**src/pdsch_dr_defs.svh**
```systemverilog
/*
 * beam-domain dimension reduction core
 * sizes, widths, scaling shift and rbG lengths
 */
`ifndef PDSCH_DR_DEFS_SVH
`define PDSCH_DR_DEFS_SVH

// --------------------
// array sizes
`define DR_ANT      4
`define DR_BEAM     4

// --------------------
// datapath widths
`define DR_IQ_W     16
`define DR_WT_W     8
// product is IQ_W+WT_W+1, four antennas add two more bits
`define DR_MAC_W    27
`define DR_SHIFT    4
`define DR_PWR_W    24
`define DR_ACC_W    32

// --------------------
// REs per rbG, 12 REs per PRB
`define DR_RE_48    48
`define DR_RE_96    96
`define DR_RE_192   192

`endif

```
**src/pdsch_dr_pkg.sv**
```systemverilog
/*
 * beam-domain dimension reduction core
 * sample, weight, beam and control types
 */
`include "pdsch_dr_defs.svh"

package pdsch_dr_pkg;

    // one complex antenna sample
    typedef struct packed {
        logic signed [`DR_IQ_W-1:0] i;
        logic signed [`DR_IQ_W-1:0] q;
    } iq_t;

    typedef iq_t [`DR_ANT-1:0] ant_vec_t;

    // one complex code-word weight
    typedef struct packed {
        logic signed [`DR_WT_W-1:0] i;
        logic signed [`DR_WT_W-1:0] q;
    } wt_t;

    typedef struct packed {
        logic [1:0] beam;
        logic [1:0] ant;
        wt_t        w;
    } wt_wr_t;

    // beam output after the antenna sum
    typedef struct packed {
        logic signed [`DR_MAC_W-1:0] i;
        logic signed [`DR_MAC_W-1:0] q;
    } beam_cplx_t;

    typedef beam_cplx_t [`DR_BEAM-1:0] beam_iq_t;

    typedef logic [`DR_BEAM-1:0][`DR_PWR_W-1:0] beam_pwr_t;
    typedef logic [`DR_BEAM-1:0][`DR_ACC_W-1:0] beam_acc_t;

    // code 3 falls back to RBG4
    typedef enum logic [1:0] {
        RBG4  = 2'd0,
        RBG8  = 2'd1,
        RBG16 = 2'd2
    } rbg_size_t;

    // flags that follow each RE down the pipeline
    typedef struct packed {
        logic valid;
        logic last;
    } re_ctl_t;

endpackage

```
**src/rbg_accumulator.sv**
```systemverilog
/*
 * rbG accumulator: per-beam running sums over one rbG,
 * result capture and strongest-beam pick on the rbG-last RE
 */
`include "pdsch_dr_defs.svh"

module rbg_accumulator (
    input  logic                   i_clk,
    input  logic                   i_reset,
    input  pdsch_dr_pkg::beam_pwr_t i_pwr,
    input  pdsch_dr_pkg::re_ctl_t   i_ctl,
    output logic                   o_rbg_vld,
    output pdsch_dr_pkg::beam_acc_t o_rbg_sum,
    output logic [1:0]             o_best_beam
);

    pdsch_dr_pkg::beam_acc_t acc;
    pdsch_dr_pkg::beam_acc_t acc_nxt;
    logic [1:0]              best_c;
    logic [`DR_ACC_W-1:0]    best_val;

    // running sum including the current RE
    always_comb begin
        for (int b = 0; b < `DR_BEAM; b++) begin
            acc_nxt[b] = acc[b] + `DR_ACC_W'(i_pwr[b]);
        end
    end

    // --------------------
    // argmax, strict compare keeps the lower index on a tie
    always_comb begin
        best_c   = '0;
        best_val = acc_nxt[0];
        for (int b = 1; b < `DR_BEAM; b++) begin
            if (acc_nxt[b] > best_val) begin
                best_c   = 2'(b);
                best_val = acc_nxt[b];
            end
        end
    end

    // --------------------
    always_ff @(posedge i_clk) begin
        if (i_reset) begin
            acc       <= '0;
            o_rbg_vld <= 1'b0;
        end else begin
            o_rbg_vld <= i_ctl.valid && i_ctl.last;
            if (i_ctl.valid) begin
                // restart at zero for the next rbG
                acc <= i_ctl.last ? '0 : acc_nxt;
            end
        end
    end

    // results held until the next rbG completes
    always_ff @(posedge i_clk) begin
        if (i_reset) begin
            o_rbg_sum   <= '0;
            o_best_beam <= '0;
        end else if (i_ctl.valid && i_ctl.last) begin
            o_rbg_sum   <= acc_nxt;
            o_best_beam <= best_c;
        end
    end

endmodule

```
**config.mk**
```make
export PLATFORM = sky130hd
export DESIGN_NAME = rbg_accumulator
export DESIGN_NICKNAME = d
export VERILOG_FILES = /design/src/pdsch_dr_pkg.sv /design/src/rbg_accumulator.sv
export VERILOG_INCLUDE_DIRS = /design/src
export SDC_FILE = /design/constraint.sdc
export NUM_CORES = 1
export LEC_CHECK = 0
export ABC_CLOCK_PERIOD_IN_PS = 8800
export BUFFER_PORTS_ARGS = -buffer_cell sky130_fd_sc_hd__buf_2
export CELL_PAD_IN_SITES_DETAIL_PLACEMENT = 1
export CELL_PAD_IN_SITES_GLOBAL_PLACEMENT = 1
export CORE_ASPECT_RATIO = 1.4
export CORE_UTILIZATION = 30
export DETAILED_ROUTE_END_ITERATION = 8
export PLACE_DENSITY = 0.68
export RECOVER_POWER = 25
export SLEW_MARGIN = 30
export SYNTH_ARGS = -nofsm -noshare
export SYNTH_HDL_FRONTEND = slang
export SYNTH_SLANG_ARGS = --single-unit
```
**constraint.sdc**
```tcl
create_clock -name i_clk -period 8.8 [get_ports i_clk]
set_clock_uncertainty 0.15 [all_clocks]
set_input_delay 0.88 -clock i_clk [delete_from_list [all_inputs] [get_ports i_clk]]
set_output_delay 0.88 -clock i_clk [all_outputs]
set_load 0.02 [all_outputs]
```
==> results of run 1 <==
[final timing paths]
kind	endpoint	depth (start not counted)	from
setup / recovery	o_best_beam[0]	47	i_pwr[24]
hold reg to reg	o_rbg_sum[24]	2	o_rbg_sum[24]
setup reg to reg	o_best_beam[0]	42	acc[13]
hold / removal	o_rbg_sum[24]	2	o_rbg_sum[24]
[final cells by class]
| type | instances | share of cell area, % |
|---|---|---|
| timing repair buffer | 545 | 15.35 |
| inverter | 97 | 1.593 |
| tap | 728 | 3.945 |
| sequential | 259 | 22.48 |
| multi-input combinational | 1652 | 52.01 |
| clock buffer | 35 | 3.506 |
| clock inverter | 19 | 1.122 |
[routing by layer]
layer | share of wire [%] | global-route usage (%) | up-vias
met5 | 0.011 | 0 | -
met4 | 4.3 | 9.774 | 2
met3 | 3.5 | 2.059 | 135
met2 | 53 | 45.38 | 380
met1 | 40 | 26.64 | 8666
li1 | - | - | 8468
[Yosys cell counts, types with 5 or more instances]
library cell	count	area (µm²)
dfxtp_1	259	5185
nor2_1	252	945.9
nand2_1	220	825.8
a21oi_1	210	1051
ha_1	190	2377
a22oi_1	106	795.8
inv_1	96	360.4
clkbuf_1	92	345.3
o21ai_0	80	400.4
xnor2_1	74	648.1
a21o_1	59	442.9
nand3_1	40	200.2
xor2_1	39	341.6
a211oi_1	34	255.2
nor3_1	32	160.2
mux2i_1	31	310.3
nand4_1	29	181.4
o21a_1	28	210.2
mux2_1	21	236.5
o21bai_1	21	157.7
nand2b_1	17	106.4
and3_1	16	100.1
a31oi_1	14	87.58
nor2b_1	14	87.58
o211ai_1	13	97.59
or3_1	9	56.30
and2_1	7	43.79
a211o_1	5	43.79
and4_1	5	43.79
mux2_2	5	56.30
nand3b_1	5	37.54
o31ai_1	5	37.54
or2_2	5	31.28
[metrics by stage]
step,hold slack [ns],setup WS (ns)
floorplan,0.2947,-0.007276
global placement,0.2925,-0.9316
detailed placement,0.2953,-1.060
CTS,0.3040,-0.1190
global route,0.3212,-0.6720
finish,0.3021,-0.3086
[state kept, by name, indices dropped and copies added (netlist names)]
signal       cells
acc            128
o_best_beam      2
o_rbg_sum      128
o_rbg_vld        1
[power by group]
part	total [mW]	switching, mW	internal [mW]
registers	1.28	0.0422	1.24
logic	1.97	1.06	0.907
clock network	1.38	0.570	0.807
total	4.63	1.67	2.95
[tightest hold or removal path: cells and delay by family (launching register included)]
family | cells | cell delay, ns
AND/OR/NAND/NOR | 1 | 0.05
flip-flops | 1 | 0.30
AO/OA/AOI/OAI | 1 | 0.05
[timing repair]
item / in CTS / in global routing
buffers inserted: 9 / 28
pin swaps: 15 / 55
gates resized for setup: 58 / 122
endpoints found under the setup margin: 2 / 2
cloned: 0 / 0
hold buffers: 0 / 0
[cell families (layout without fill, tap and decap cells)]
| logic type | after synthesis | after routing | share of synthesized area [%] |
|---|---|---|---|
| compound gates | 624 | 624 | 23.71 |
| simple gates | 663 | 663 | 17.21 |
| mux | 57 | 57 | 3.559 |
| buf+inv | 196 | 696 | 4.504 |
| xor+xnor | 113 | 113 | 5.841 |
| fa+ha+maj | 195 | 195 | 14.57 |
| flops | 259 | 259 | 30.60 |
==> metrics.txt, run 1 <==
upper clock frequency limit=109.8 MHz; Filler Cells Inserted=6712; CTS sink cnt=between 200 and 300; Die W=about 200 µm; CTS Buf Count=30; Fin Setup TNS=-0.5593 ns; CTS max path bufs=3; Max Slew Vio Count=0; CP max-delay cell=or4_1; Cells after DPL=3245; run status=finished, violations left; Vias/cell=5.293; dpl hpwl=approximately 55000 µm; post-route cell area=between 20000 and 25000 µm²; syn_nets=between 2000 and 2500; GPL Wtd Cong=around 0.93; Initial Util=30.52%; Avg Inst Size Synth=8.042 µm²; vias in the first global route=18720; Placed Area=20980 µm²; Final ANT Viol Nets=0; endpoint type of the worst setup path=flip-flop; Unique masters post-synth=73; Ys Warns=0; most used cell, CP=o21a_1; slowest stage delay, CP=0.59 ns; remaining global-route overflow=0; Critical Path Fanout Max=8; # IOs=231; Relative slew margins=between 40 and 50%; most common cell after layout, fill and taps aside=buf_4; Clk Tree Root Cell=clkbuf_16; H-tree level count=1; Via Count=17650; flops & latches, synth=259; Primary FF master, synth=dfxtp_1; Crit path max-delay family=compound AO/OA/AOI/OAI gates; Hold Fails Final Rpt=0; overall power=4.626 mW; routed wire length=71000 µm; Critical path buffers and inverters=8; violated checks=negative setup slack; share of layout cells above drive strength 1=25.24%; PortBufs=230; register area=a little over 5000 µm²; Hold Path Class=reg2reg; number of nets in the layout=2879; CP Class=in2reg; Total GRT Usage=23.81%; first-pass GRT wire length=107300 µm; commonest non-fill, non-tap cells in the layout=buf_4, dfxtp_1, nor2_1; fin cells=3335; CTS tree=yes; Pwr Density=200.3 nW/µm²; DRC Markers=0; largest net degree at the start of global routing=111; LEAKAGE=a little over 10 nW; period utilisation layout=103.5%; peak supply drop=0.0001523 V; unrepaired setup endpoints after global routing=true; Worst-Skew Late Latency=0.61 ns; area occupied by multi-input gates=approximately 12000 µm²; router iterations before antenna repair=5; mapped cell area=16940 µm²; final critical-path required period=9.109 ns; critical path arrival=9.40 ns; # diodes=0; chip height=approximately 280 µm; crit path launch type=primary input; final critical-path setup slack=-0.3086 ns; initial antenna violation count=1; area of the die=57450 µm²; Clock transition at path regs=around 0.070 ns; routed len/inst=21.29 µm; Layout area overhead=36.28%; first-iteration detailed-routing DRC count=700; Max Cap Viol=0; Setup violations, final=2; Slew @ Worst Pin=0.8899 ns; async set-reset flop share out of synthesis=0%; Cell Rows=between 100 and 150; sequential area share after synthesis=30.60%; flop2flop setup slack=-0.27 ns; number of synthesized flops with an enable pin=0; core box area=approximately 56000 µm²; Util after Layout=41.59%; Post-Syn Instances=2107; required time of the critical path=9.10 ns
No activity file was read; power rests on OpenSTA's default activity.
==> run 2: changes to the inputs <==
--- a/config.mk
+++ b/config.mk
@@ -6,6 +6,7 @@
 export SDC_FILE = /design/constraint.sdc
 export NUM_CORES = 1
 export LEC_CHECK = 0
+export ABC_AREA = 1
 export ABC_CLOCK_PERIOD_IN_PS = 8800
 export BUFFER_PORTS_ARGS = -buffer_cell sky130_fd_sc_hd__buf_2
 export CELL_PAD_IN_SITES_DETAIL_PLACEMENT = 1
@@ -13,7 +14,7 @@
 export CORE_ASPECT_RATIO = 1.4
 export CORE_UTILIZATION = 30
 export DETAILED_ROUTE_END_ITERATION = 8
-export PLACE_DENSITY = 0.68
+export PLACE_DENSITY = 0.7
 export RECOVER_POWER = 25
 export SLEW_MARGIN = 30
 export SYNTH_ARGS = -nofsm -noshare
==> run 2 against run 1 <==
  * The run ends with max-capacitance violations, max-slew violations left
  * Flip-flop and latch count is the same
  * Count of clock-buffer cells in the layout grew 9
  * Sequential share of layout area grew 2.2 points
  * Sequential power is essentially flat
  * Synthesized cell count grew 26%
  * Register-to-register slack gained 0.98 ns
  * Critical path depth grew 2
  * Non-clock buffer count shrank 251
  * Clock power shrank 4%
  * Largest cell class unchanged
==> metrics.txt, run 2 <==
Hold Fails Final Rpt=0 (unchanged); Primary FF master, synth=dfxtp_1 (unchanged); crit path launch type=primary input (unchanged); remaining global-route overflow=0 (unchanged); slowest stage delay, CP=0.34 ns (was 0.59 ns); violated checks=max-capacitance violations, max-slew violations (was negative setup slack); Max Cap Viol=1 (was 0); required time of the critical path=9.13 ns (was 9.10 ns); final critical-path setup slack=0.6526 ns (was -0.3086 ns); most common cell after layout, fill and taps aside=nand2_1 (was buf_4); fin cells=3659 (was 3335); period utilisation layout=92.58% (was 103.5%); Avg Inst Size Synth=6.732 µm² (was 8.042 µm²); unrepaired setup endpoints after global routing=false (was true); H-tree level count=1 (unchanged); Cells after DPL=3603 (was 3245); initial antenna violation count=1 (unchanged); Final ANT Viol Nets=0 (unchanged); LEAKAGE=10.34 nW (was 10.24 nW); share of the synthesized area in the top cell type=28.97% (was 30.60%); Worst-Skew Late Latency=0.60 ns (was 0.61 ns); first-pass GRT wire length=112400 µm (was 107300 µm); CTS tree=yes (unchanged); Total GRT Usage=23.57% (was 23.81%); Largest regs=acc x128, o_rbg_sum x128, o_best_beam x2 (unchanged); Layout area overhead=17.31% (was 36.28%); Hold Path Class=reg2reg (unchanged); dpl hpwl=57770 µm (was 54660 µm); Vias/cell=5.082 (was 5.293); routed wire length=72050 µm (was 71000 µm); peak supply drop=0.0001699 V (was 0.0001523 V); syn_nets=2952 (was 2401); Critical Path Fanout Max=24 (was 8); Synth area leader=dfxtp_1 (unchanged); Max Slew Vio Count=72 (was 0); # IOs=231 (unchanged); Fin Setup TNS=0 ns (was -0.5593 ns); Clk Tree Root Cell=clkbuf_16 (unchanged); sequential area share after synthesis=28.97% (was 30.60%); Sw Ratio=40.77% (was 36.21%); async set-reset flop share out of synthesis=0% (unchanged); DRC Markers=0 (unchanged); Unique masters post-synth=50 (was 73); CTS sink cnt=259 (unchanged); vias in the first global route=19780 (was 18720); CTS max path bufs=3 (unchanged); NetSw=1.827 mW (was 1.675 mW); Setup violations, final=0 (was 2); Comb pwr share=41.7% (was 42.6%); Pwr Density=213.5 nW/µm² (was 200.3 nW/µm²); number of nets in the layout=3181 (was 2879); run status=finished, violations left (unchanged); Setup Buffers After CTS=0 (was 9); Via Count=18600 (was 17650); GPL Wtd Cong=0.9205 (was 0.9295); Relative slew margins=-126.3% (was 40.67%); core box area=58730 µm² (was 55520 µm²); flops & latches, synth=259 (unchanged); Clock transition at path regs=0.06 ns (was 0.07 ns); mapped cell area=17890 µm² (was 16940 µm²); top post-synthesis cells by count=nand2_1, a21oi_1, inv_1 (was dfxtp_1, nor2_1, nand2_1); chip height=291.0 µm (was 283.2 µm); DP Worst Slack=-0.09768 ns (was -1.060 ns); CP max-delay cell=ha_1 (was or4_1); Flop pwr share=28.7% (was 27.7%); Int Pwr=2.654 mW (was 2.951 mW); largest net degree at the start of global routing=90 (was 111); Util after Layout=35.75% (was 41.59%); routed len/inst=19.69 µm (was 21.29 µm); Post-Syn Instances=2658 (was 2107); commonest non-fill, non-tap cells in the layout=nand2_1, a21oi_1, inv_1 (was buf_4, dfxtp_1, nor2_1); most used cell, CP=nand2_1 (was o21a_1); Placed Area=20080 µm² (was 20980 µm²); post-route cell area=20990 µm² (was 23090 µm²); Slew @ Worst Pin=3.395 ns (was 0.8899 ns); final critical-path required period=8.147 ns (was 9.109 ns); Die W=208.4 µm (was 202.9 µm); Initial Util=30.47% (was 30.52%); critical path arrival=8.48 ns (was 9.40 ns); cts repair resizes=0 (was 58); area of the die=60640 µm² (was 57450 µm²); cts hold-fix bufs=0 (unchanged); ranking of synthesized cells by area=dfxtp_1, nand2_1, ha_1 (was dfxtp_1, ha_1, a21oi_1); number of synthesized flops with an enable pin=0 (unchanged); clock power share=29.6% (was 29.8%); Ys Warns=0 (unchanged); Cell Rows=105 (was 102); endpoint type of the worst setup path=flip-flop (unchanged); PortBufs=230 (unchanged); CP Class=in2reg (unchanged); upper clock frequency limit=122.7 MHz (was 109.8 MHz); CTS Buf Count=31 (was 30); first-iteration detailed-routing DRC count=800 (was 700); share of layout cells above drive strength 1=10.48% (was 25.24%); router iterations before antenna repair=4 (was 5); most frequent cell after synthesis=nand2_1 (was dfxtp_1)
run 2: cell families (layout without fill, tap and decap cells):
family	after synthesis	in the layout	share of synthesized area [%]
AND/OR/NAND/NOR	1167	1167	27.18
AO/OA/AOI/OAI	546	546	16.79
buffers and inverters	392	643	8.432
flip-flops	259	259	28.97
adder cells (fa/ha/maj)	194	194	13.73
XOR/XNOR	100	100	4.894
other	0	1	0
run 2: critical path: cells and delay by family:
family,cells,cell delay [ns]
AO/OA/AOI/OAI,14,2.56
adder cells (fa/ha/maj),4,1.20
buffers and inverters,8,1.09
AND/OR/NAND/NOR,23,2.69
run 2: stage by stage:
stage	power, mW	hold slack, ns
2_1_floorplan	2.509	0.2991
3_3_place_gp	3.113	0.3054
3_5_place_dp	3.176	0.3136
4_1_cts	4.514	0.3222
5_1_grt	4.777	0.3400
6_report	4.481	0.3198
run 2: worst paths after layout:
path,slack [ns],endpoint,cells past startpoint,startpoint
setup / recovery,0.65,o_best_beam[1],49,i_pwr[10]
hold / removal,0.32,acc[22],2,acc[22]
setup reg to reg,0.71,o_best_beam[1],50,acc[8]
hold reg to reg,0.32,acc[22],2,acc[22]
run 2: final cells by class:
class / instances / area [µm²]
Sequential cell: 259 / 5185
Clock inverter: 11 / 146.4
Clock buffer: 44 / 864.6
Antenna cell: 1 / 2.502
Multi-Input combinational cell: 2007 / 11230
Tap cell: 749 / 937.1
Fill cell: 7553 / 37730
Inverter: 294 / 1110
Timing Repair Buffer: 294 / 1514
run 2: metal layers:
metal	wire (µm)	track usage [%]	share of wire, %	vias up
met5	0	0	0	-
met4	3390	10.62	4.7	0
met3	2374	2.481	3.3	138
met2	36310	43.44	50	350
met1	29980	27.08	42	8943
li1	-	-	-	9165
run 2: power groups by stage:
stage / sequential (mW) / clock (mW) / combinational (mW)
2_1_floorplan: 1.35 / 0 / 1.16
3_3_place_gp: 1.31 / 0 / 1.81
3_5_place_dp: 1.31 / 0 / 1.86
4_1_cts: 1.29 / 1.35 / 1.88
5_1_grt: 1.29 / 1.40 / 2.08
6_report: 1.29 / 1.33 / 1.87
